### src/logic/audio_pkg.sv
`default_nettype none

package audio_pkg;

    ////////////////////////////////////////
    // i2s framing
    ////////////////////////////////////////

    localparam int sample_w  = 24;  // pcm word carried in each slot
    localparam int slot_bits = 32;  // bit clocks per channel slot

    ////////////////////////////////////////
    // fir arithmetic
    ////////////////////////////////////////

    localparam int coef_w    = 16;  // signed q1.15 coefficient
    localparam int acc_w     = 48;  // 40 bit product plus 8 guard bits for 256 taps
    localparam int out_shift = 15;  // drops the coefficient fraction bits

endpackage

`default_nettype wire

### src/logic/i2s_tx.sv
`default_nettype none

module i2s_tx (
    input  logic                                  clk,
    input  logic                                  arst_n,
    input  logic                                  bypass,
    input  logic                                  bclk_s,
    input  logic                                  lrclk_s,
    input  logic                                  data_s,
    input  logic                                  l_stb,
    input  logic signed [audio_pkg::sample_w-1:0] l_y,
    input  logic                                  r_stb,
    input  logic signed [audio_pkg::sample_w-1:0] r_y,
    output logic                                  dac_bclk,
    output logic                                  dac_lrclk,
    output logic                                  dac_data
);
    import audio_pkg::*;

    logic signed [sample_w-1:0] hold_l;     // latest left result
    logic signed [sample_w-1:0] hold_r;     // latest right result
    logic [sample_w-1:0]        next_word;
    logic [slot_bits-1:0]       shreg;
    logic                       bclk_q;
    logic                       lrclk_q;
    logic                       bclk_fall;
    logic                       lr_edge;
    logic                       skip;       // slot's own falling edge not seen yet
    logic                       tx_bit;

    assign bclk_fall = ~bclk_s & bclk_q;
    assign lr_edge   = lrclk_s ^ lrclk_q;
    assign next_word = lrclk_s ? hold_r : hold_l;  // high word clock opens right slot

    ////////////////////////////////////////
    // holding registers and serializer
    ////////////////////////////////////////

    always_ff @(posedge clk or negedge arst_n) begin
        if (!arst_n) begin
            hold_l  <= '0;
            hold_r  <= '0;
            shreg   <= '0;
            bclk_q  <= 1'b0;
            lrclk_q <= 1'b0;
            skip    <= 1'b0;
            tx_bit  <= 1'b0;
        end else begin
            bclk_q  <= bclk_s;
            lrclk_q <= lrclk_s;
            if (l_stb) begin
                hold_l <= l_y;
            end
            if (r_stb) begin
                hold_r <= r_y;
            end
            if (lr_edge) begin
                shreg  <= {next_word, {(slot_bits - sample_w){1'b0}}};  // zero pad
                tx_bit <= 1'b0;                 // one-bit i2s delay
                skip   <= bclk_s;               // bit clock still high here
            end else if (bclk_fall) begin
                if (skip) begin
                    skip <= 1'b0;
                end else begin
                    tx_bit <= shreg[slot_bits-1];              // msb first
                    shreg  <= {shreg[slot_bits-2:0], 1'b0};
                end
            end
        end
    end

    ////////////////////////////////////////
    // dac outputs
    ////////////////////////////////////////

    always_ff @(posedge clk or negedge arst_n) begin
        if (!arst_n) begin
            dac_bclk  <= 1'b0;
            dac_lrclk <= 1'b0;
            dac_data  <= 1'b0;
        end else begin
            dac_bclk  <= bclk_s;                   // clocks delayed in both modes
            dac_lrclk <= lrclk_s;
            dac_data  <= bypass ? data_s : tx_bit; // raw stream or filtered word
        end
    end

endmodule

`default_nettype wire

### config.mk
export PLATFORM = sky130hd
export DESIGN_NAME = i2s_tx
export DESIGN_NICKNAME = d
export VERILOG_FILES = /design/src/logic/audio_pkg.sv /design/src/logic/i2s_tx.sv
export SDC_FILE = /design/constraint.sdc
export NUM_CORES = 1
export LEC_CHECK = 0
export BUFFER_PORTS_ARGS = -buffer_cell sky130_fd_sc_hd__buf_2
export CAP_MARGIN = 20
export CELL_PAD_IN_SITES_DETAIL_PLACEMENT = 0
export CELL_PAD_IN_SITES_GLOBAL_PLACEMENT = 1
export CORE_MARGIN = 1.5
export CORE_UTILIZATION = 47
export CTS_BUF_LIST = sky130_fd_sc_hd__clkbuf_8
export CTS_CLUSTER_DIAMETER = 40
export CTS_CLUSTER_SIZE = 28
export DETAILED_ROUTE_END_ITERATION = 8
export GPL_TIMING_DRIVEN = 0
export MAX_ROUTING_LAYER = met4
export PLACE_DENSITY = 0.87
export SLEW_MARGIN = 20
export SYNTH_ARGS = -nofsm -noshare
export SYNTH_HDL_FRONTEND = slang
export SYNTH_SLANG_ARGS = --single-unit
### constraint.sdc
create_clock -name clk -period 2.9 [get_ports clk]
set_input_delay 0.29 -clock clk [delete_from_list [all_inputs] [get_ports clk]]
set_output_delay 0.29 -clock clk [all_outputs]
set_load 0.01 [all_outputs]
* After elaboration in Yosys (flattened, before gate mapping)
Index checks and enable logic that the tools add are counted.
** Cells by class
- Bitwise operators :: 3
- Equal/unequal tests :: 1
- Multiplexer cells :: 10
- Reductions and logical operators :: 2
** Operator list (count)
- 32-bit 2-to-1 mux :: 3
- 24-bit 2-to-1 mux :: 1
- 1-bit 2-to-1 mux :: 6
- 2-bit != test, second input constant :: 1
- 2-bit AND reduction :: 1
- 2-bit nonzero test :: 1
- 1-bit AND :: 1
- 1-bit inverter :: 1
- 1-bit bitwise XOR :: 1
** Storage, ports and cells
- Register bits :: 85
- Logic and storage cells :: 24
- Output and inout bits :: 3

* Depth between registers and ports, before layout
- Depth in word-level cells :: 4
- Mapped depth :: 6

* Least setup slack after synthesis
No wires, ideal clock.
- Kind :: register -> register
- From :: register dac_lrclk (netlist name)
- To :: register shreg[12]
- Data required time :: 2775 ps
- Path buffers :: 2
- Path slack :: 1353 ps
- Arrival time :: 1422 ps
- Stages on the path, launching flop included :: 6
- Period minus slack after synthesis :: 1547 ps
- Cell sequence :: dfrtp_1 > buf_6 > xor2_4 > nor2_4 > buf_6 > mux2_4
** RTL lines
- end signal: assignment :: line i2s_tx.sv:58 : shreg <= {next_word, {(slot_bits - sample_w){1'b0}}};
- end signal: assignment :: line i2s_tx.sv:66 : shreg <= {shreg[slot_bits-2:0], 1'b0};
- end: declaration :: line i2s_tx.sv:23 : logic [slot_bits-1:0] shreg;

==> impl_metrics.ini <==
[power]
irDropWorstVdd_mv = 0.341
p_switching_uw = 756
power_density_nw_per_um2 = 691
leakage_uw = 0.00216
power_frac_seq = 0.463
p_clk_frac = 0.337
p_comb_frac = 0.200
sw_frac_of_total = 0.247
p_int_uw = 2300

[clock_network]
cts_tree = yes
cts.sinks = 77
clk_latency_ns = 0.35
clk_pin_slew_ns = 0.07
numCtsBuffers = 9
clk_path_buf_depth = 2
cts_max_level = 3
cts_resized = 0
root_buffer = clkbuf_8

[detailed_routing]
drtIter0Drc = 66
wl_um = 6780
dr.pass1.iters = 4
wire_per_inst_um = 16.1
via_per_inst = 5.17
drc = 0
vias = 2182
ant_nets = 0

[floorplanning]
rows = 32
core_region_area_sq_um = 7690
ios = 59
dieHeight_um = 92.0
start_util = 0.484
die_area_sq_um = 8470
die_w_um = 92.0

[worst_setup_path]
cp_max_fo = 10
crit_type = reg2reg
crit_required_ns = 3.12
crit_path_start_kind = flip-flop
worstPathArrival_ns = 1.86
end_kind = flip-flop

[sta]
min_period_ns = 1.63
slew_headroom = 0.683
timing.fmax_mhz = 612
rsz0062_at_grt = no
tightestPinTransition_ns = 0.475
fin_worst_skew_ns = 0.0133
setup_viol = 0
period_share = 0.564
worst_slack_ns = 1.27
holdWs_ns = 0.0676
finalSetupTns_ns = 0
finalHoldViolCount = 0
final-max-slew-violation-count = 0

[cells_and_area]
fin_nets = 371
num_antenna_cells = 0
final_area_sq_um = 4420
area_growth_pct = 18.8
fillers = 649
drive_gt1_frac = 0.506
final_cell_mix = dfrtp_1 (77), mux2i_1 (70), buf_2 (63)
final_common_cell = dfrtp_1

[grt]
antenna_found_initial = 0
first_global_vias = 2298
grt_usage = 0.183
grt_overflow = 0
grt_max_degree = 43
grt_first_pass_wirelength_um = 11500

[yosys]
synth_fp_nets = 302
ys_warn_count = 0
mappedNetlistArea_sq_um = 3720
ys_seq_area_frac = 0.517
synth_cell_types = 17
ys_ff_latch = 77
syn_inst = 246
syn_avg_cell_area_sq_um = 15.1

[placement]
placed_area_sq_um = 4150
place_congestion = 0.735
dpl_worst_slack_ns = 1.22
dpl.hpwl_um = 4720
portBuffers = 56

[job]
maxCapViolCount = 0

[run_status]
status = completed

[hold_path]
hold_path.class = in2reg
-- cell type report --
class                           instances  area [sq um]  share of cell area
Tap cell                              102           128              0.0289
Buffer                                 17           123              0.0277
Clock buffer                           12           165              0.0373
Sequential cell                        77          1930               0.436
Timing Repair Buffer                   58           313              0.0707
Clock inverter                          4          93.8              0.0212
Multi-Input combinational cell        152          1670               0.379
-- logic make-up after synthesis --
logic type | count (synthesis) | synth area share
muxes | 142 | 0.425
AOI/OAI and AO/OA | 3 | 0.00571
DFF | 77 | 0.517
buffers and inverters | 17 | 0.0329
and+or+nand+nor | 6 | 0.0114
xor gates and xnor gates | 1 | 0.00739
-- flip-flops by register name, summed over array words and instances, names as in the netlist --
| signal | count |
|---|---|
| hold_r | 24 |
| skip | 1 |
| hold_l | 24 |
| dac_bclk | 1 |
| dac_lrclk | 1 |
| dac_data | 1 |
| shreg | 24 |
| tx_bit | 1 |
-- routing by layer --
layer | global-route usage | part of all wire | vias to the layer above | wire length, um
li1 | - | - | 1024 | -
met1 | 0.240 | 0.46 | 1113 | 3140
met2 | 0.278 | 0.49 | 36 | 3300
met3 | 0.0381 | 0.033 | 9 | 226
met4 | 0.0731 | 0.017 | 0 | 118
met5 | - | 0 | - | 0
-- repair_timing --
| item | 4_1_cts | 5_1_grt |
|---|---|---|
| hold endpoints to repair | 35 | 0 |
| hold buffers | 1 | 0 |
| setup buffers | 0 | 0 |
-- synthesized netlist by cell type --
library cell	number	area [sq um]
buf_2	8	40.0
nor2_1	2	7.51
o21ai_0	1	5.00
nand2_1	1	3.75
nand3b_1	1	7.51
dfrtp_1	77	1930
clkbuf_1	2	7.51
buf_4	1	7.51
o22a_1	1	8.76
mux2_2	53	597
mux2i_1	70	701
xor2_4	1	27.5
nor3b_2	1	12.5
mux2_4	19	285
nor2_4	1	11.3
a21o_1	1	7.51
buf_6	6	67.6
-- through the flow --
stage | utilization | instances | total power, uW
6_report | 0.575 | 422 | 3060
5_1_grt | 0.575 | 422 | 3220
4_1_cts | 0.575 | 422 | 3080
3_5_place_dp | 0.540 | 405 | 2050
3_3_place_gp | 0.537 | 404 | 2010
2_1_floorplan | - | 246 | 1880
-- path summary, 6_finish.rpt --
check / startpoint / endpoint / slack (ns) / cells after the start
worst max-delay path: dac_lrclk / shreg[19] / 1.27 / 5
worst min-delay path: lrclk_s / dac_lrclk / 0.07 / 1
worst max register to register: dac_lrclk / shreg[19] / 1.27 / 5
worst min register to register: hold_l[11] / hold_l[11] / 0.51 / 1
max in group asynchronous: arst_n / shreg[31] / 1.89 / 3
min in group asynchronous: arst_n / hold_l[8] / 0.43 / 2
-- power by group through the flow --
stage | combinational, uW | sequential [uW] | clock, uW
floorplan | 489 | 1390 | 0
global placement | 590 | 1420 | 0
detailed placement | 617 | 1430 | 0
CTS | 621 | 1420 | 1040
global route | 669 | 1450 | 1100
finish | 612 | 1420 | 1030
-- critical path, stage by stage, from the launching register on --
cell     delay [ns]
dfrtp_1        0.39
buf_6          0.16
xor2_4         0.20
nor2_4         0.23
buf_6          0.22
mux2_4         0.32
Power figures use the tool's default switching activity.
