## config.mk

```make
export PLATFORM = sky130hd
export DESIGN_NAME = coef_ram
export DESIGN_NICKNAME = d
export VERILOG_FILES = /design/src/logic/audio_pkg.sv /design/src/logic/coef_ram.sv
export SDC_FILE = /design/constraint.sdc
export NUM_CORES = 2
export LEC_CHECK = 0
export ABC_CLOCK_PERIOD_IN_PS = 1600
export BUFFER_PORTS_ARGS = -buffer_cell sky130_fd_sc_hd__buf_4
export CAP_MARGIN = 20
export CORE_MARGIN = 1
export CORE_UTILIZATION = 45
export DETAILED_ROUTE_END_ITERATION = 10
export HOLD_SLACK_MARGIN = 0.06
export PLACE_DENSITY_LB_ADDON = 0.25
export RECOVER_POWER = 50
export REMOVE_ABC_BUFFERS = 1
export SETUP_SLACK_MARGIN = 0.02
export SYNTH_ARGS = -nofsm -noshare
export SYNTH_HDL_FRONTEND = slang
export SYNTH_SLANG_ARGS = --single-unit
export TNS_END_PERCENT = 5
```

## constraint.sdc

```tcl
create_clock -name clk -period 1.6 [get_ports clk]
set_input_delay 0.24 -clock clk [delete_from_list [all_inputs] [get_ports clk]]
set_output_delay 0.24 -clock clk [all_outputs]
set_load 0.05 [all_outputs]
```

## src/logic/audio_pkg.sv

```systemverilog
`default_nettype none

package audio_pkg;

    ////////////////////////////////////////
    // i2s framing
    ////////////////////////////////////////

    localparam int sample_w  = 24;  // pcm word carried in each slot
    localparam int slot_bits = 32;  // bit clocks per channel slot

    ////////////////////////////////////////
    // fir arithmetic
    ////////////////////////////////////////

    localparam int coef_w    = 16;  // signed q1.15 coefficient
    localparam int acc_w     = 48;  // 40 bit product plus 8 guard bits for 256 taps
    localparam int out_shift = 15;  // drops the coefficient fraction bits

endpackage

`default_nettype wire

```

## src/logic/coef_ram.sv

```systemverilog
`default_nettype none

module coef_ram #(
    parameter int num_taps = 64
) (
    input  logic                                clk,
    input  logic                                arst_n,
    input  logic                                we,
    input  logic [$clog2(num_taps)-1:0]         waddr,
    input  logic signed [audio_pkg::coef_w-1:0] wdata,
    input  logic [$clog2(num_taps)-1:0]         raddr_a,
    input  logic [$clog2(num_taps)-1:0]         raddr_b,
    output logic signed [audio_pkg::coef_w-1:0] rdata_a,
    output logic signed [audio_pkg::coef_w-1:0] rdata_b
);
    import audio_pkg::*;

    logic signed [coef_w-1:0] mem [num_taps];  // one word per tap

    always_ff @(posedge clk or negedge arst_n) begin
        if (!arst_n) begin
            for (int i = 0; i < num_taps; i++) begin
                mem[i] <= '0;               // all-zero filter until loaded
            end
            rdata_a <= '0;
            rdata_b <= '0;
        end else begin
            if (we && (int'(waddr) < num_taps)) begin
                mem[waddr] <= wdata;        // host port, visible next cycle
            end
            rdata_a <= mem[raddr_a];        // left filter
            rdata_b <= mem[raddr_b];        // right filter
        end
    end

endmodule

`default_nettype wire

```

-- Word-level counts from Yosys, hierarchy flattened
Cells that the tools add are included.
- bits in registers: 1056
- latch bits: 0
- memory bits (writable): 0
- memory bits (read-only): 0
- output and inout port bits: 32
- word-level logic and storage cells: 83
- memories: 0
- $add $sub $neg: 0
- multiply operators: 0
- div/mod/pow operators: 0
- order comparisons: 4
- equal/unequal tests: 0
- shift operators: 0
- multiplexer cells: 9
- bitwise logic cells: 3
- reductions and logical operators: 1
- operators by type and width (kind ; number):
    $bwmux W1024 ; 1
    $bmux W16 S6 ; 2
    $demux W16 S6 ; 1
    $mux W16 ; 5
    $ge A7 B7 Y1 const B ; 3
    $not A6 Y7 ; 3
    $lt A7 B1 Y1 const B ; 1
    $logic_and A1 B1 Y1 ; 1

-- Logic depth before layout (Yosys ltp)
- depth in word-level cells: 6
- gate-level depth with buffers: 10
- mapped depth without buffers: 5

-- Least setup slack after synthesis
Ideal clock, no wire load.
- path type: in2reg
- from: input raddr_a[4]
- to: register rdata_a[3] in the netlist's numbering
- library setup time: 0.132 ns
- arrival: 1.782 ns
- slack: -0.314 ns
- stages: 8
- path buffers: 3
- cells stage by stage: buf_2 > buf_4 > buf_1 > mux4_2 > mux2i_1 > a21oi_1 > o21ai_0 > o41ai_2
- word-level cells in the longest chain between the ends: 4
- ends and longest elaborated chain (item ; RTL line ; RTL):
    from (decl) ; coef_ram.sv:11 ; input logic [$clog2(num_taps)-1:0] raddr_a,
    $not A6 Y7 (implied by the code) ; coef_ram.sv:31 ; rdata_a <= mem[raddr_a];
    $bmux W16 S6 ; coef_ram.sv:31 ;
    $mux W16 (implied by the code) (2 in series) ; coef_ram.sv:31 ;
    to (signal assigned) ; coef_ram.sv:31 ;
    to (decl) ; coef_ram.sv:13 ; output logic signed [audio_pkg::coef_w-1:0] rdata_a,
No other way between the ends. The select of a mux whose other input is x is not followed.
A chain may end at the register's enable or synchronous reset.

-- Final worst setup path
- from: register mem[444] in the netlist's numbering
- to: register rdata_a[12] in the netlist's numbering
- word-level cells in the longest chain between the ends: 3
- ends and longest elaborated chain (item ; RTL line ; RTL):
    from (decl) ; coef_ram.sv:18 ; logic signed [coef_w-1:0] mem [num_taps];
    from (signal, indexed assignment) ; coef_ram.sv:29 ; mem[waddr] <= wdata;
    $bmux W16 S6 ; coef_ram.sv:31 ;
    $mux W16 (implied by the code) (2 in series) ; coef_ram.sv:31 ;
No other way between the ends. The select of a mux whose other input is x is not followed.

==> metrics list <==
* Run status: complete, but fails checks
- Violated checks: setup timing
* Endpoint required time on the critical path: 2210 ps
* Die height: 355 um
- Unrepaired setup endpoints after global routing: yes
- In the final layout, the multi-input gates occupy 28,200 sq um.
- On the critical path the largest part of the delay comes from multiplexers.
* Remaining DRCs: 0
* Post-Synthesis Mean Instance Area: 15.7 sq um
* Global route overflow: 0
- For this configuration, the core starts out at a cell density of 45.3%.
- Post-synth EDFFs: 0
* Routed wire length: 181,000 um
* Fin nets: 4,101
- The clock reaches the later pin of the worst-skew pair after 760 ps.
- Final HPWL from detailed placement: 123,000 um
- Root buffer selected by CTS: sky130_fd_sc_hd__clkbuf_16
- After technology mapping, the gate count stands at 3,571.
* Port-buffer cells: 68
- Part of the cycle the worst path needs: 126%
- On the critical path, the stage with the largest delay is an instance of sky130_fd_sc_hd__mux4_2.
- Min-Delay Path Depth: 3
- Layout filler cell count: 10.0k
* Initial DRT Pass Iterations: 5
- CTS tree: done
* Total die area: 126,000 sq um
- Area inside the core boundary: 124,000 sq um
- In this run the most critical hold path is launched from wdata[12].
- The endpoint identified for the worst register-to-register timing path is rdata_a[12]$_DFF_PN0_.
* Cell with the most instances on the worst path: sky130_fd_sc_hd__mux4_2
- STA classifies the critical path endpoint as a flop.
- Unique masters post-synth: 45
- Cell leakage power: 30.7 nW
- Wire per inst: 31.2 um
- Derived from the worst setup path, the maximum achievable clock frequency is 0.498 GHz.
* Setup violators final: 138
* TritonCTS Sinks: 1,056
* Maximum single-stage delay on the critical path: 560 ps
- During I/O placement, the number of pins put on the boundary was 69.
* Routed via count: 36.5k
* Proportion of layout cells with a drive suffix above 1: 64.1%
- Power per unit of standard cell area: 1120 nW/um^2
- Maximum number of pins on one net before global-route repair: 83
- Dividing the detail-routed via count by the number of cells gives 6.29.
* Die Wd: 355 um
- Worst IR drop on VDD: 1250 uV
* Source of the worst register-to-register timing path: mem[444]$_DFFE_PN0P_
* Setup fix buffers added after clock tree synthesis: 0
- Cells fill 55.5% of the core in the end.
- Clock skew on the completed layout was measured at 57.4 ps.
* Largest driver fanout on the critical path: 3
- Hold timing on the final database bottoms out at a slack of 99.7 ps.
* Part of the Yosys area used for sequential elements: 47.2%
- The H-tree was split into 3 levels.
- OpenSTA, run right after detailed placement, puts the worst setup slack at -1140 ps.
* Number of maximum-capacitance violations: 0
- Number of antenna violations at the first check in global routing: 4
- After clock tree synthesis, the clock-pin slew on the worst setup and hold paths is 60 ps.
* Cell-by-cell trace of the critical path: mux4_2 > mux4_2 > nor2_2 > buf_4 > o41ai_2
- The number of global-route vias before repair is 37.9k.
- The number of failing hold endpoints at the final stage was 0.
- Synthesis inferred 1,056 register bits.
- Number of max-slew violations in the final report: 0
- Worst-case headroom to the max-slew limit: 21.6%
- The detail route stage leaves a number of antenna-violating nets equal to 0.
- P&R area growth vs syn: 22.5%
* Area of the mapped netlist: 56,000 sq um
* Min cycle time layout: 2010 ps
- Maximum buffer depth of the clock tree: 3
- For the pin with the worst max-slew slack, the measured transition is 1180 ps.
* Global-route wire length before repair: 269,000 um
* Slack of the worst reg-to-reg path: -410 ps
* Total buffers and inverters traversed by the critical path: 1
* Setup crit start kind: flop
- In the synthesized netlist the async set-or-reset flop fraction comes to 100%.
- The congestion estimate from routability-driven global placement came to 0.986.
- Reg area: 26,400 sq um
- The path with the worst hold slack has its endpoint at mem[716]$_DFFE_PN0P_.
* Arrival time at the worst endpoint: 2620 ps
* Class of the tightest hold or removal check: input pin to flop
- The initialized floorplan defines 129 standard-cell rows.
* Setup WS post-layout: -409 ps
* CP Class: flop to flop
- TritonCTS buffer count: 118
- For this run, the total global-route usage over all layers was measured as 29.4%.
- For this run, the leading register cell type out of synthesis is sky130_fd_sc_hd__dfrtp_1.
* YS warnings: 0
- After the first detailed-routing iteration, the DRC count stood at 3,091.
* Logic depth of the worst register-to-register path: 5
-- stage by stage --
step / TNS [ps] / instances / instance area (sq um) / power, mW
3_5_place_dp: -239170 / 5577 / 63700 / 47.4
2_1_floorplan: -55040 / 3205 / 54000 / 40.3
6_report: -23940 / 5806 / 68600 / 77.0
3_3_place_gp: -231880 / 5577 / 63700 / 47.0
5_1_grt: -25630 / 5803 / 68600 / 79.7
4_1_cts: -9310 / 5803 / 68600 / 77.3
-- what timing repair did --
item / 4_1_cts / 5_1_grt
hold endpoints to repair: 1062 / 0
pin swaps: 10 / 9
resized for setup: 142 / 52
endpoints found under the setup margin: 58 / 51
hold buffers: 4 / 0
-- where the power goes --
part	internal [mW]	switching, mW	total (mW)
Combinational	8.41	6.30	14.7
Clock	17.7	11.8	29.5
Sequential	30.3	2.54	32.8
-- logic make-up (layout without fill, tap and decap cells) --
| group | Yosys count | in the layout | share of synthesized area (%) |
|---|---|---|---|
| AOI/OAI and AO/OA | 259 | 259 | 2.95 |
| buffers and inverters | 366 | 961 | 3.60 |
| DFF | 1056 | 1056 | 47.2 |
| and+or+nand+nor | 229 | 229 | 2.23 |
| other | 0 | 3 | 0 |
| muxes | 1661 | 1661 | 44.0 |
-- synth_stat cells, types with 35 or more instances --
cell | number | area share, %
sky130_fd_sc_hd__mux4_2 | 535 | 22
sky130_fd_sc_hd__clkbuf_1 | 138 | 0.93
sky130_fd_sc_hd__dfrtp_1 | 1056 | 47
sky130_fd_sc_hd__a21oi_1 | 55 | 0.49
sky130_fd_sc_hd__buf_4 | 56 | 0.75
sky130_fd_sc_hd__o21ai_1 | 35 | 0.31
sky130_fd_sc_hd__o22ai_1 | 41 | 0.46
sky130_fd_sc_hd__nor2_1 | 64 | 0.43
sky130_fd_sc_hd__buf_2 | 97 | 0.87
sky130_fd_sc_hd__mux2_2 | 1027 | 21
sky130_fd_sc_hd__mux2i_1 | 96 | 1.7
sky130_fd_sc_hd__buf_1 | 38 | 0.25
sky130_fd_sc_hd__o21ai_0 | 58 | 0.52
-- metal layers --
| layer | part of all wire (%) | vias to the layer above | wire, um | global-route usage [%] |
|---|---|---|---|---|
| li1 | - | 14875 | - | - |
| met4 | 4.6 | 0 | 8380 | 12.3 |
| met2 | 46 | 1356 | 83600 | 45.0 |
| met3 | 7.4 | 336 | 13400 | 5.97 |
| met1 | 42 | 19926 | 75800 | 41.0 |
| met5 | 0 | - | 0 | 0 |
-- worst min-delay path, stage by stage --
cell	delay (ps)
sky130_fd_sc_hd__buf_4	90
sky130_fd_sc_hd__buf_12	260
sky130_fd_sc_hd__mux2_2	210
-- state kept, by name (all words and copies together) (netlist names) --
| register | cells |
|---|---|
| mem | 1024 |
| rdata_a | 16 |
| rdata_b | 16 |
-- layout make-up --
class | instances | area share, %
well taps | 1637 | 2.99
diodes | 3 | 0.0109
clock inverters | 48 | 0.952
flip-flops and latches | 1056 | 38.6
multi-input cells | 2149 | 41.1
clock buffers | 174 | 5.26
repair buffers | 739 | 11.1
-- cells in the final DEF (no fill, tap or decap), types with 15 or more instances in the layout --
master                         n
sky130_fd_sc_hd__dfrtp_1    1047
sky130_fd_sc_hd__clkinv_2     21
sky130_fd_sc_hd__clkbuf_8     41
sky130_fd_sc_hd__clkbuf_16   120
sky130_fd_sc_hd__nor2b_1      30
sky130_fd_sc_hd__mux2i_2      18
sky130_fd_sc_hd__o21ai_0      51
sky130_fd_sc_hd__clkbuf_1     20
sky130_fd_sc_hd__nand2_1      31
sky130_fd_sc_hd__mux4_2      535
sky130_fd_sc_hd__nor2_1       51
sky130_fd_sc_hd__buf_4       491
sky130_fd_sc_hd__mux2_2     1025
sky130_fd_sc_hd__clkbuf_2     19
sky130_fd_sc_hd__mux2i_1      71
sky130_fd_sc_hd__buf_12      150
sky130_fd_sc_hd__buf_6        49
sky130_fd_sc_hd__a21oi_2      16
sky130_fd_sc_hd__nor2_2       37
sky130_fd_sc_hd__o21ai_1      21
sky130_fd_sc_hd__nand2b_1     17
sky130_fd_sc_hd__a21oi_1      39
sky130_fd_sc_hd__a211oi_1     17
sky130_fd_sc_hd__o41ai_1      15
sky130_fd_sc_hd__o22ai_1      33
-- worst max-delay path by stage --
stage,startpoint,endpoint,slack [ps],cells past startpoint
after floorplan,waddr[4],mem[896]$_DFFE_PN0P_,-420,3
after detailed placement,raddr_b[0],rdata_b[0]$_DFF_PN0_,-1140,9
final,mem[444]$_DFFE_PN0P_,rdata_a[12]$_DFF_PN0_,-410,5
after global placement,raddr_b[0],rdata_b[0]$_DFF_PN0_,-1100,9
after CTS,mem[456]$_DFFE_PN0P_,rdata_a[8]$_DFF_PN0_,-420,6
after global routing,mem[617]$_DFFE_PN0P_,rdata_b[9]$_DFF_PN0_,-400,7
(Power assumes the default switching activity.)
