$ cat src/logic/audio_pkg.sv
`default_nettype none

package audio_pkg;

    ////////////////////////////////////////
    // i2s framing
    ////////////////////////////////////////

    localparam int sample_w  = 24;  // pcm word carried in each slot
    localparam int slot_bits = 32;  // bit clocks per channel slot

    ////////////////////////////////////////
    // fir arithmetic
    ////////////////////////////////////////

    localparam int coef_w    = 16;  // signed q1.15 coefficient
    localparam int acc_w     = 48;  // 40 bit product plus 8 guard bits for 256 taps
    localparam int out_shift = 15;  // drops the coefficient fraction bits

endpackage

`default_nettype wire

$ cat src/logic/i2s_rx.sv
`default_nettype none

module i2s_rx (
    input  logic                                  clk,
    input  logic                                  arst_n,
    input  logic                                  i2s_bclk,
    input  logic                                  i2s_lrclk,
    input  logic                                  i2s_d,
    output logic                                  bclk_s,
    output logic                                  lrclk_s,
    output logic                                  data_s,
    output logic                                  l_stb,
    output logic                                  r_stb,
    output logic signed [audio_pkg::sample_w-1:0] l_sample,
    output logic signed [audio_pkg::sample_w-1:0] r_sample
);
    import audio_pkg::*;

    localparam int cnt_w = $clog2(slot_bits) + 1;  // room to saturate at slot_bits

    logic [2:0]          sync_a;     // first stage {bclk, lrclk, d}
    logic                bclk_d;     // previous synced bit clock
    logic                lrclk_d;    // previous synced word clock
    logic                bclk_rise;
    logic                lr_edge;
    logic                take_bit;
    logic [cnt_w-1:0]    bit_cnt;    // rising edges since last word clock edge
    logic [sample_w-1:0] shreg;

    ////////////////////////////////////////
    // two-flop synchronizers
    ////////////////////////////////////////

    always_ff @(posedge clk or negedge arst_n) begin
        if (!arst_n) begin
            sync_a                    <= '0;
            {bclk_s, lrclk_s, data_s} <= '0;
            bclk_d                    <= 1'b0;
            lrclk_d                   <= 1'b0;
        end else begin
            sync_a                    <= {i2s_bclk, i2s_lrclk, i2s_d};
            {bclk_s, lrclk_s, data_s} <= sync_a;  // same delay on all three lines
            bclk_d                    <= bclk_s;
            lrclk_d                   <= lrclk_s;
        end
    end

    assign bclk_rise = bclk_s & ~bclk_d;
    assign lr_edge   = lrclk_s ^ lrclk_d;

    // first rise after the edge is the one-bit i2s delay, then 24 data bits
    assign take_bit  = bclk_rise & ~lr_edge & (bit_cnt != '0) &
                       (bit_cnt <= cnt_w'(sample_w));

    ////////////////////////////////////////
    // deserializer
    ////////////////////////////////////////

    always_ff @(posedge clk or negedge arst_n) begin
        if (!arst_n) begin
            bit_cnt  <= '0;
            shreg    <= '0;
            l_stb    <= 1'b0;
            r_stb    <= 1'b0;
            l_sample <= '0;
            r_sample <= '0;
        end else begin
            l_stb <= lr_edge & lrclk_s;   // rising word clock closes left slot
            r_stb <= lr_edge & ~lrclk_s;  // falling one closes right slot
            if (lr_edge) begin
                bit_cnt <= '0;
                if (lrclk_s) begin
                    l_sample <= shreg;
                end else begin
                    r_sample <= shreg;
                end
            end else if (bclk_rise && bit_cnt != cnt_w'(slot_bits)) begin
                bit_cnt <= bit_cnt + 1'b1;
            end
            if (take_bit) begin
                shreg <= {shreg[sample_w-2:0], data_s};  // msb first
            end
        end
    end

endmodule

`default_nettype wire

$ cat config.mk
export PLATFORM = sky130hd
export DESIGN_NAME = i2s_rx
export DESIGN_NICKNAME = d
export VERILOG_FILES = /design/src/logic/audio_pkg.sv /design/src/logic/i2s_rx.sv
export SDC_FILE = /design/constraint.sdc
export NUM_CORES = 1
export LEC_CHECK = 0
export BUFFER_PORTS_ARGS = -buffer_cell sky130_fd_sc_hd__buf_4
export CORE_UTILIZATION = 59
export CTS_CLUSTER_DIAMETER = 200
export CTS_CLUSTER_SIZE = 30
export DETAILED_ROUTE_END_ITERATION = 10
export PLACE_DENSITY = 0.83
export REMOVE_ABC_BUFFERS = 1
export SLEW_MARGIN = 40
export SYNTH_ARGS = -nofsm -noshare
export SYNTH_HDL_FRONTEND = slang
export SYNTH_SLANG_ARGS = --single-unit
$ cat constraint.sdc
create_clock -name clk -period 4.3 [get_ports clk]
set_input_delay 0.86 -clock clk [delete_from_list [all_inputs] [get_ports clk]]
set_output_delay 0.86 -clock clk [all_outputs]
set_load 0.05 [all_outputs]
# --- Word level (Yosys, flattened, before mapping) ---
# Cells that the tools add are included.
op_classes:
  add_sub_neg: 1
  magnitude_cmp: 1
  n_eq_ne: 1
  mux: 2
  n_bitwise: 10
  n_reduce_logical: 5
ops:
  columns: ["cell", "n"]
  rows:
  - ["two-way mux 6 bit", 2]
  - ["adder 6 x 1 -> 6 bit (second input constant)", 1]
  - ["AND 1 bit", 6]
  - ["less-or-equal comparator 6 x 5 -> 1 bit (second input constant)", 1]
  - ["!= test 6 bit (second input constant)", 1]
  - ["nonzero test 6 bit", 1]
  - ["AND reduction 2 bit", 2]
  - ["NOT 1 bit", 3]
  - ["nonzero test 2 bit", 1]
  - ["logical AND 1 bit", 1]
  - ["bitwise XOR 1 bit", 1]
totals:
  ff_bits: 88
  in_bits: 5
  out_inout_bits: 53
  wordCells: 32

# --- Logic depth before layout (Yosys ltp) ---
# Gate-level depths: netlist of the first run.
depth:
  ltp_word: 5
  mapped_depth: 7
  ltp_nobuf: 5

# --- Least setup slack after synthesis of the first run ---
# No wires, ideal clock.
synth_path:
  kind: "reg2reg"
  startpoint: "reg lrclk_s"
  endpoint: "reg shreg[10]"
  setup_time_ns: 0.125
  t_arrival_ns: 2.100
  required_ns: 4.175
  path_slack_ns: 2.075
  stages_incl_launch_ff: 8
  path_buffers: 2
  synth_period_minus_slack_ns: 2.225
  cell_sequence: "dfrtp_1 -> inv_1 -> ha_1 -> nand2b_1 -> a2111o_1 -> buf_6 -> buf_12 -> mux2_4"
synth_between:
  elab_chain_cells: 5
synth_rtl:
  columns: ["item", "line", "source"]
  rows:
  - ["from (decl)", "i2s_rx.sv:10", "output logic lrclk_s,"]
  - ["from (signal assigned)", "i2s_rx.sv:42", "{bclk_s, lrclk_s, data_s} <= sync_a;"]
  - ["bitwise XOR 1 bit", "i2s_rx.sv:49", "assign lr_edge = lrclk_s ^ lrclk_d;"]
  - ["NOT 1 bit", "i2s_rx.sv:52", "assign take_bit = bclk_rise & ~lr_edge & (bit_cnt != '0) &"]
  - ["AND 1 bit (3 in a row)", "i2s_rx.sv:52", null]
  - ["to (signal assigned)", "i2s_rx.sv:81", "shreg <= {shreg[sample_w-2:0], data_s};"]
  - ["to (decl)", "i2s_rx.sv:28", "logic [sample_w-1:0] shreg;"]
# No other way between the ends.
# A chain may end at the register's enable or synchronous reset.

# --- Worst setup path in the final report of the first run ---
layout_path:
  startpoint: "reg bit_cnt[0]"
  endpoint: "reg shreg[23]"
layout_between:
  elab_chain_cells: 3
  elab_cells_between_ends: 4
  cone_classes: "order compare: 1; bitwise: 2; reduce/logical: 1"
layout_rtl:
  columns: ["item", "line", "source"]
  rows:
  - ["from (decl)", "i2s_rx.sv:27", "logic [cnt_w-1:0] bit_cnt;"]
  - ["from (signal assigned)", "i2s_rx.sv:78", "bit_cnt <= bit_cnt + 1'b1;"]
  - ["branches (longest 2 deep; another with less-or-equal comparator 6 x 5 -> 1 bit)", null, null]
  - ["AND 1 bit *", "i2s_rx.sv:52", null]
# Every way passes the cells marked *.

==> run_results.csv, run 1 <==
group,metric,value,unit
global_route,grt_max_degree,89,
setup_path,crit_chain,"inv_1, ha_1, nor4b_1, a2111o_1, buf_4, mux2_1",
clock_tree,cts_num_sinks,88,
setup_path,arrival,2.49,ns
routing,wl,5560,um
sta,slew_violations,0,
yosys,synth-edff-count,0,
die,io_pins,58,
clock_tree,ctsHoldBuffers,0,
pwr,switchingPower,0.000453,W
die,core_area,5540,um2
yosys,synth_fa_ha_area_share,1.47,%
min_path,hp-start,"sync_a[0]",
sta,fmax,441,MHz
placed_design,dp_hpwl,3560,um
setup_path,required,4.52,ns
routing,final_antenna_net_count,0,
die,dieHeight,78.0,um
sta,fin_hold_ws,0.354,ns
yosys,synthesis.yosys.warnings,0,
setup_path,reg2regPathDepth,6,
layout,design_area,4090,um2
layout,drive_gt1_share,52.6,%
pwr,combPwrFrac,13.0,%
die,dieArea,6090,um2
sta,worst_slew_pin_slew,0.667,ns
setup_path,critPathMaxFanout,24,
routing,viasPerCell,5.34,
global_route,grt_pass1_vias,1919,
clock_tree,post-cts-setup-buffers,0,
placed_design,placed_area,3880,um2
layout,antenna-diode-count,0,
setup_path,critical_path_class,"reg -> reg",
setup_path,endpoint_kind,"register",
sta,setup_violations,0,
yosys,synth_area_per_cell,16.4,um2
setup_path,path_buf_inv,2,
global_route,antenna_found_initial,0,
layout,fin_nets,278,
pwr,p_leak,2.19,nW
routing,route.detailed.drc,0,
global_route,grt_pass1_wl,9470,um
yosys,ys_async_sr_fraction,100,%
die,std_cell_rows,27,
yosys,synth_xor_area_share,0,%
clock_tree,post_cts_resized,0,
sta,rsz0062_at_grt,"false",
min_path,whs_endpoint,"data_s",
setup_path,cpLargestDelayFamily,"simple AND/OR/NAND/NOR gates",
pwr,power.internal,0.00127,W
pwr,power.density,421,nW/um2
sta,tns,0,ns
yosys,synthCells,208,
pwr,swShare,26.3,%
run,drv_cap,0,
setup_path,timing.rr.end,"shreg[23]",
setup_path,cp-start-kind,"register",
setup_path,critPathSlowestCell,"nor4b_1",
yosys,synth_seq_area_share,64.6,%
global_route,grt_usage,20.8,%
sta,fin_crit_sh,52.7,%
yosys,ys_types,21,
setup_path,r2r_setup_slack,2.03,ns
clock_tree,htreeDepth,3,
clock_tree,clock_latency,0.34,ns
setup_path,cpPeakStageDelay,0.52,ns
pwr,ir_worst_vdd,0.323,mV
clock_tree,cts_made_buffers,9,
placed_design,numPortBuffers,57,
sta,final.min_clock_period,2.27,ns
global_route,grt_overflow,0,
sta,max_slew_margin,55.5,%
min_path,hold_class,"reg -> reg",
placed_design,gp_congestion,0.770,
clock_tree,ctsLongestPathBuffers,2,
pwr,p_clk_share,35.0,%
die,die_w,78.0,um
layout,area_delta_synth_final,20.0,%
pwr,pwr-share-seq,51.9,%
yosys,synth_area,3410,um2
routing,firstDrtPassIters,4,
clock_tree,cts-root-buf,"clkbuf_8",
yosys,ys_ff_latch,88,
yosys,synth_top_family_by_area,"multiplexers",
routing,via_count,1847,
yosys,synthSimpleGateAreaFrac,2.42,%
min_path,worstHoldPathCells,0,
status,outcome,"complete, no violations",
routing,drt_iter0_drc,128,
yosys,ys.flop_type,"dfrtp_1",
yosys,synth_mux_area_share,26.6,%
clock_tree,clk_pin_slew,0.09,ns
sta,finClkSkew,0.00963,ns
routing,wl_per_cell,16.1,um
setup_path,r2r-start,"bit_cnt[0]",
yosys,synth_compound_gate_area_share,2.05,%
die,start_util,61.6,%
sta,hold_viol_final,0,
clock_tree,tritoncts,"yes",
## worst register-to-register path: cells and delay by family (launching register included)
| family | cells | cell delay [ns] |
|---|---|---|
| adders and majority gates | 1 | 0.17 |
| AOI/OAI and AO/OA | 1 | 0.19 |
| buffers and inverters | 2 | 0.46 |
| DFF | 1 | 0.42 |
| and+or+nand+nor | 1 | 0.52 |
| muxes | 1 | 0.39 |
## cell usage after synthesis (2+ instances only)
master     n  area, um2
dfrtp_1   88       2200
mux2_2    49        552
mux2_4    20        300
clkbuf_1   7       26.3
inv_1      6       22.5
a21oi_1    5       25.0
nand2_1    5       18.8
ha_1       4       50.1
mux2_1     3       33.8
nand2b_1   3       18.8
o21ai_0    3       15.0
a2111o_1   2       22.5
buf_12     2       40.0
mux2i_1    2       20.0
nand3_1    2       10.0
or3_1      2       12.5
## cell usage in the layout, fill, tap and decap left out
cell / netlist / final
clkbuf_1: 7 / 1
clkinv_2: 0 / 3
mux2_2: 49 / 49
buf_4: 0 / 59
nand3_1: 2 / 2
clkinv_4: 0 / 1
a2111o_1: 2 / 2
or3_1: 2 / 2
inv_1: 6 / 6
bufinv_16: 0 / 2
nand2_1: 5 / 5
mux2_1: 3 / 3
dfrtp_1: 88 / 88
clkbuf_8: 0 / 10
o21ai_0: 3 / 3
a21oi_1: 5 / 5
mux2i_1: 2 / 2
or4_1: 1 / 1
and2_0: 1 / 1
mux2_4: 20 / 20
nand2b_1: 3 / 3
o31ai_1: 1 / 1
ha_1: 4 / 4
nor4b_1: 1 / 1
## per-stage QoR
step | cells | util [%] | power [W] | worst slack [ns]
detailed placement | 330 | 70.0 | 0.00114 | 2.10
global route | 346 | 73.8 | 0.00179 | 1.84
floorplan | 198 | - | 0.00106 | 1.77
finish | 346 | 73.8 | 0.00172 | 2.03
CTS | 346 | 73.8 | 0.00174 | 2.01
global placement | 330 | 69.9 | 0.00113 | 2.27
## registers in the layout (all words and copies together), names as in the netlist
register  flops
bclk_d        1
bclk_s        1
bit_cnt       6
data_s        1
l_sample     24
l_stb         1
lrclk_d       1
lrclk_s       1
r_sample     24
r_stb         1
shreg        24
sync_a        3
## power groups by stage
stage | clock network, W | logic, W | registers (W)
2_1_floorplan | 0 | 0.0000604 | 0.000995
3_3_place_gp | 0 | 0.000222 | 0.000909
3_5_place_dp | 0 | 0.000227 | 0.000911
4_1_cts | 0.000619 | 0.000227 | 0.000895
5_1_grt | 0.000655 | 0.000238 | 0.000901
6_report | 0.000603 | 0.000224 | 0.000894
## cell families (layout without fill, tap and decap cells)
kind of cell    count (synthesis)  count (layout)
flops                          88              88
fa+ha+maj                       4               4
compound gates                 11              11
buf+inv                        16              82
mux                            74              74
simple gates                   15              15
## metal layers
metal  global-route usage (%)  share of wire (%)
met5                        0                  0
met2                     31.6                 48
met4                     10.0                1.3
met1                     28.8                 47
met3                     4.65                4.1
## worst max path at each step
stage,start,to,slack [ns],cells past startpoint
CTS,bit_cnt[0],shreg[23],2.01,6
floorplan,lrclk_s,shreg[0],1.77,5
global placement,bit_cnt[0],shreg[1],2.27,6
global route,bit_cnt[0],shreg[23],1.84,6
detailed placement,bit_cnt[0],shreg[1],2.10,6
finish,bit_cnt[0],shreg[23],2.03,6
## layout make-up
cell class,count,area (um2)
clock buffers,10,128
clock inverters,6,83.8
fillers,389,1450
inverters,6,22.5
multi-input cells,104,1110
flip-flops and latches,88,2200
well taps,72,90.1
repair buffers,60,457
No activity file was read; power rests on OpenSTA's default activity.
==> run 2, diff against run 1 <==
--- a/config.mk
+++ b/config.mk
@@ -5,12 +5,13 @@
 export SDC_FILE = /design/constraint.sdc
 export NUM_CORES = 1
 export LEC_CHECK = 0
+export ABC_AREA = 1
 export BUFFER_PORTS_ARGS = -buffer_cell sky130_fd_sc_hd__buf_4
-export CORE_UTILIZATION = 59
+export CORE_UTILIZATION = 49
 export CTS_CLUSTER_DIAMETER = 200
 export CTS_CLUSTER_SIZE = 30
 export DETAILED_ROUTE_END_ITERATION = 10
-export PLACE_DENSITY = 0.83
+export PLACE_DENSITY = 0.74
 export REMOVE_ABC_BUFFERS = 1
 export SLEW_MARGIN = 40
 export SYNTH_ARGS = -nofsm -noshare
==> constraint.sdc (replaced) <==
create_clock -name clk -period 2.07 [get_ports clk]
set_input_delay 0.414 -clock clk [delete_from_list [all_inputs] [get_ports clk]]
set_output_delay 0.414 -clock clk [all_outputs]
set_load 0.05 [all_outputs]
==> run 2 against run 1 <==
Against the previous run: the run now ends with DRC left; design area fell by 1.1%; fmax rose by 29%; cell count grew 34%; sequential power is 120% higher; combinational power increased to 3.9 times the previous value; critical path depth rose by 2; non-clock buffer count rose by 4; flip-flop and latch count is the same; area after synthesis shrank 3.0%; clock power increased by 120%; hold slack worse by 0.34 ns.
==> run_results.csv, run 2 <==
group,metric,value,unit
global_route,busiest_layer,"met2",
pwr,power,0.00411,W
yosys,yosysTopAreaCell,"dfrtp_1",
routing,final_antenna_net_count,0,
die,core_area,6420,um2
layout,area_delta_synth_final,22.3,%
layout,final_cell_mix,"dfrtp_1 (88), buf_4 (63), nor2_1 (53)",
yosys,synthesis.yosys.warnings,0,
yosys,synth_mux_area_share,0.681,%
setup_path,critPathMaxFanout,48,
die,std_cell_rows,29,
layout,stdcell_count,464,
setup_path,r2r_setup_slack,0.32,ns
pwr,ir_worst_vdd,0.478,mV
clock_tree,clk_pin_slew,0.09,ns
yosys,synthTopCellsByArea,"dfrtp_1 (67%), a21oi_1 (7.0%), nor2_1 (6.0%), nand2_1 (4.9%), inv_1 (3.5%)",
sta,finClkSkew,0.0128,ns
sta,max_slew_margin,70.5,%
clock_tree,tritoncts,"yes",
yosys,synth_most_common_cell,"dfrtp_1",
yosys,ys.flop_type,"dfrtp_1",
sta,rsz0062_at_grt,"false",
clock_tree,cts_num_sinks,88,
die,start_util,51.5,%
routing,wl_per_cell,12.9,um
setup_path,cp-start-kind,"register",
global_route,antenna_found_initial,0,
routing,drt_iter0_drc,157,
run,drv_cap,0,
min_path,hold_class,"in -> async",
global_route,grt_max_degree,49,
layout,design_area,4050,um2
yosys,ys_ff_latch,88,
die,dieHeight,84.2,um
yosys,ys_types,20,
yosys,synth_top_family_by_area,"simple AND/OR/NAND/NOR gates",
clock_tree,cts-root-buf,"clkbuf_8",
setup_path,r2r-start,"lrclk_s",
yosys,synth_compound_gate_area_share,11.7,%
sta,setup_violations,0,
layout,fin_nets,391,
clock_tree,htreeDepth,3,
global_route,grt_pass1_vias,2251,
status,outcome,"finished, violations left",
placed_design,dp_hpwl,4180,um
pwr,p_leak,1.96,nW
pwr,power.density,1020,nW/um2
yosys,synth-edff-count,0,
status,violations,"DRC",
yosys,synth_fa_ha_area_share,1.51,%
yosys,synth_seq_area_share,66.6,%
routing,viasPerCell,4.98,
sta,fmax,571,MHz
sta,fin_crit_sh,84.6,%
clock_tree,post_cts_resized,0,
clock_tree,ctsHoldBuffers,0,
clock_tree,cts_made_buffers,9,
global_route,grt_util_met3,3.44,%
yosys,synthTopCellsByCount,"dfrtp_1 (88), nor2_1 (53), a21oi_1 (46)",
setup_path,cp-endpoint,"shreg[5]",
layout,drive_gt1_share,23.5,%
sta,final.min_clock_period,1.75,ns
routing,firstDrtPassIters,8,
layout,layout_commonest_cell,"dfrtp_1",
setup_path,reg2regPathDepth,8,
yosys,ys_async_sr_fraction,100,%
yosys,synth_area,3310,um2
setup_path,arrival,1.96,ns
global_route,use_met2,29.4,%
layout,antenna-diode-count,0,
sta,worst_slew_pin_slew,0.443,ns
global_route,grt_usage,18.6,%
die,io_pins,58,
setup_path,critical_path_class,"reg -> reg",
routing,route.detailed.drc,8,
sta,fin_hold_ws,0.0106,ns
routing,wl,6000,um
yosys,synth_top_area_share,66.6,%
yosys,synthSimpleGateAreaFrac,12.6,%
routing,via_count,2311,
placed_design,placed_cells,448,
setup_path,endpoint_kind,"register",
global_route,met1_usage,25.9,%
clock_tree,clock_latency,0.34,ns
layout,top_regs,"l_sample: 24 flops, r_sample: 24 flops, shreg: 24 flops",
clock_tree,ctsLongestPathBuffers,2,
setup_path,timing.rr.end,"shreg[5]",
clock_tree,post-cts-setup-buffers,0,
global_route,grt_pass1_wl,10400,um
yosys,synth_area_per_cell,10.3,um2
sta,slew_violations,0,
sta,hold_viol_final,0,
setup_path,required,2.28,ns
global_route,grt_overflow,0,
placed_design,numPortBuffers,57,
yosys,synthCells,322,
die,dieArea,7080,um2
die,die_w,84.2,um
yosys,synth_xor_area_share,0.795,%
setup_path,startpoint,"lrclk_s",
placed_design,gp_congestion,0.814,
placed_design,placed_area,3820,um2
[run 2: changes by cell type in the layout (fill, tap and decap cells not counted), moves of 4 or more]
| cell | previous run | this run |
|---|---|---|
| mux2_4 | 20 | 0 |
| a21oi_1 | 5 | 46 |
| nor2_1 | 0 | 53 |
| o21ai_1 | 0 | 16 |
| o21ai_2 | 0 | 4 |
| nand2_1 | 5 | 43 |
| nand3_1 | 2 | 6 |
| mux2_2 | 49 | 2 |
| buf_4 | 59 | 63 |
| inv_1 | 6 | 31 |
[run 2: cells by family (layout without fill, tap and decap cells)]
logic type	count (synthesis)	in the layout
compound gates	73	73
xor+xnor	3	3
fa+ha+maj	4	4
buf+inv	47	112
flops	88	88
mux	2	2
simple gates	105	105
[run 2: worst min-delay path by stage]
stage | end | depth (start not counted)
finish | r_sample[6] | 1
detailed placement | data_s | 0
global route | r_sample[6] | 1
CTS | r_sample[6] | 1
global placement | lrclk_s | 0
floorplan | bclk_d | 0
[run 2: worst max-delay path: stages (launching register included)]
cell	delay, ns
dfrtp_1	0.40
inv_1	0.06
ha_2	0.37
inv_2	0.07
nor3_2	0.19
nand3_2	0.07
buf_4	0.26
nand2_1	0.10
o21ai_0	0.08
[run 2: per-stage QoR]
stage | util, % | setup slack, ns | TNS (ns)
floorplan | - | -0.231 | -5.14
global placement | 59.4 | 0.405 | 0
detailed placement | 59.4 | 0.309 | 0
CTS | 63.0 | 0.309 | 0
global route | 63.0 | 0.155 | 0
finish | 63.0 | 0.318 | 0
[run 2: layout make-up]
| cell class | instances | area [um2] |
|---|---|---|
| Clock buffer | 10 | 138 |
| Multi-Input combinational cell | 187 | 906 |
| Timing Repair Buffer | 64 | 493 |
| Tap cell | 77 | 96.3 |
| Sequential cell | 88 | 2200 |
| Inverter | 32 | 120 |
| Fill cell | 521 | 2380 |
| Clock inverter | 6 | 90.1 |
[run 2: layer usage]
layer	wire [um]	part of all wire, %
met5	0	0
met1	2850	47
met4	83	1.4
met3	189	3.1
met2	2880	48
[run 2: report_power, final]
part	switching [W]	internal (W)
Combinational	0.000627	0.000238
Clock	0.000585	0.000717
Sequential	0.0000828	0.00186
Total	0.00130	0.00281
==> run 3, diff against run 2 <==
--- a/config.mk
+++ b/config.mk
@@ -7,11 +7,11 @@
 export LEC_CHECK = 0
 export ABC_AREA = 1
 export BUFFER_PORTS_ARGS = -buffer_cell sky130_fd_sc_hd__buf_4
-export CORE_UTILIZATION = 49
+export CORE_UTILIZATION = 55
 export CTS_CLUSTER_DIAMETER = 200
 export CTS_CLUSTER_SIZE = 30
 export DETAILED_ROUTE_END_ITERATION = 10
-export PLACE_DENSITY = 0.74
+export PLACE_DENSITY = 0.79
 export REMOVE_ABC_BUFFERS = 1
 export SLEW_MARGIN = 40
 export SYNTH_ARGS = -nofsm -noshare
==> constraint.sdc (replaced) <==
create_clock -name clk -period 1.8 [get_ports clk]
set_input_delay 0.36 -clock clk [delete_from_list [all_inputs] [get_ports clk]]
set_output_delay 0.36 -clock clk [all_outputs]
set_load 0.05 [all_outputs]
==> run 3 against run 2 <==
Against the previous run: design area shrank 0.37%; utilization increased by 8.5 points; total power grew 8.1%; the run now ends clean; cell count decreased by 1.3%; worst setup slack worse by 0.19 ns; sequential power up 15%; register-to-register slack worse by 0.19 ns; clock-buffer cell count increased by 2; largest power group unchanged; largest cell class unchanged.
==> run_results.csv, run 3 (synthesis results as in run 2) <==
group,metric,value,unit
die,std_cell_rows,27,
clock_tree,clock_latency,0.34,ns
sta,fin_crit_sh,92.7,%
sta,rsz0062_at_grt,"false",
clock_tree,post-cts-setup-buffers,0,
routing,wl_per_cell,13.8,um
routing,drt_iter0_drc,110,
global_route,grt_max_degree,49,
placed_design,dp_hpwl,4310,um
routing,wl,6320,um
sta,setup_violations,0,
clock_tree,cts_made_buffers,9,
sta,finClkSkew,0.00821,ns
setup_path,endpoint_kind,"register",
routing,via_count,2364,
sta,final.min_clock_period,1.67,ns
layout,final_cell_mix,"dfrtp_1 (88), buf_4 (60), nor2_1 (53)",
die,core_area,5640,um2
global_route,grt_pass1_vias,2331,
sta,max_slew_margin,72.1,%
routing,final_antenna_net_count,0,
global_route,antenna_found_initial,0,
layout,design_area,4030,um2
sta,finalWorstSetupSlack,0.131,ns
clock_tree,clk_pin_slew,0.08,ns
clock_tree,htreeDepth,3,
pwr,p_leak,1.95,nW
clock_tree,cts_num_sinks,88,
layout,fin_nets,392,
placed_design,numPortBuffers,57,
layout,top_regs,"l_sample: 24 flops, r_sample: 24 flops, shreg: 24 flops",
routing,viasPerCell,5.16,
die,die_w,79.5,um
sta,hold_viol_final,0,
pwr,ir_worst_vdd,0.775,mV
pwr,power.density,1100,nW/um2
placed_design,placed_cells,443,
die,dieArea,6330,um2
layout,layout_commonest_cell,"dfrtp_1",
setup_path,critPathMaxFanout,48,
run,drv_cap,0,
placed_design,gp_congestion,0.834,
placed_design,placed_area,3850,um2
global_route,grt_overflow,0,
routing,route.detailed.drc,0,
clock_tree,tritoncts,"yes",
routing,firstDrtPassIters,4,
sta,slew_violations,0,
clock_tree,ctsLongestPathBuffers,2,
setup_path,arrival,1.89,ns
placed_design,pre_cts_ws,0.144,ns
global_route,grt_pass1_wl,10800,um
status,outcome,"complete, no violations",
setup_path,critical_path_class,"reg -> reg",
setup_path,cp-start-kind,"register",
layout,fill_cells,389,
die,start_util,58.6,%
setup_path,required,2.02,ns
sta,fmax,599,MHz
layout,stdcell_count,458,
min_path,hold_class,"in -> reg",
layout,area_delta_synth_final,21.9,%
global_route,grt_usage,22.7,%
die,io_pins,58,
layout,final_util,71.4,%
clock_tree,cts-root-buf,"clkbuf_8",
sta,worst_slew_pin_slew,0.418,ns
layout,drive_gt1_share,22.8,%
die,dieHeight,79.5,um
layout,antenna-diode-count,0,
==> run 3: final cells by class <==
class	count	area (um2)	area share [%]
Clock inverter	2	16.3	0.404
Inverter	32	120	2.98
Sequential cell	88	2200	54.6
Multi-Input combinational cell	187	906	22.5
Clock buffer	12	155	3.85
Timing Repair Buffer	65	541	13.4
Tap cell	72	90.1	2.24
==> run 3: through the flow <==
step / hold WS (ns) / setup TNS (ns) / total power (W)
6_report: 0.125 / 0 / 0.00444
5_1_grt: 0.105 / 0 / 0.00464
4_1_cts: 0.108 / 0 / 0.00448
3_5_place_dp: 0.324 / 0 / 0.00329
3_3_place_gp: 0.318 / 0 / 0.00326
2_1_floorplan: 0.0644 / -18.30 / 0.00293
==> run 3: report_power, final <==
group	leakage [nW]	switching, W	internal (W)	total (W)
Combinational	0.744	0.000725	0.000284	0.00101
Clock	0.0845	0.000632	0.000565	0.00120
Sequential	1.12	0.0000971	0.00214	0.00223
==> run 3: critical path: stages, from the launching register on <==
cell and delay, ns:
dfrtp_1 0.40, inv_1 0.06, ha_2 0.37, inv_2 0.07, nor3_2 0.18, nand3_2 0.10, buf_12 0.19, nand2_1 0.08
o21ai_0 0.08
==> run 3: what timing repair did <==
action                     4_1_cts  5_1_grt
hold endpoints to repair        28        0
hold buffers                     1        0
setup endpoints to repair        0        1
resized for setup                0        1
==> run 3: path summary, 6_finish.rpt <==
check	start	end	slack [ns]	cells past startpoint
hold / removal	i2s_bclk	sync_a[2]	0.12	1
setup / recovery	lrclk_s	shreg[5]	0.13	8
min in group asynchronous	arst_n	r_sample[12]	0.49	2
hold reg to reg	sync_a[0]	data_s	0.35	0
setup reg to reg	lrclk_s	shreg[5]	0.13	8
max in group asynchronous	arst_n	shreg[9]	0.81	3
==> run 3: metal layers <==
| layer | up-vias | share of wire (%) | global-route usage, % |
|---|---|---|---|
| li1 | 1146 | - | - |
| met1 | 1150 | 45 | 29.1 |
| met2 | 60 | 49 | 37.1 |
| met3 | 8 | 5.3 | 6.29 |
| met4 | 0 | 0.79 | 7.64 |
| met5 | - | 0 | 0 |
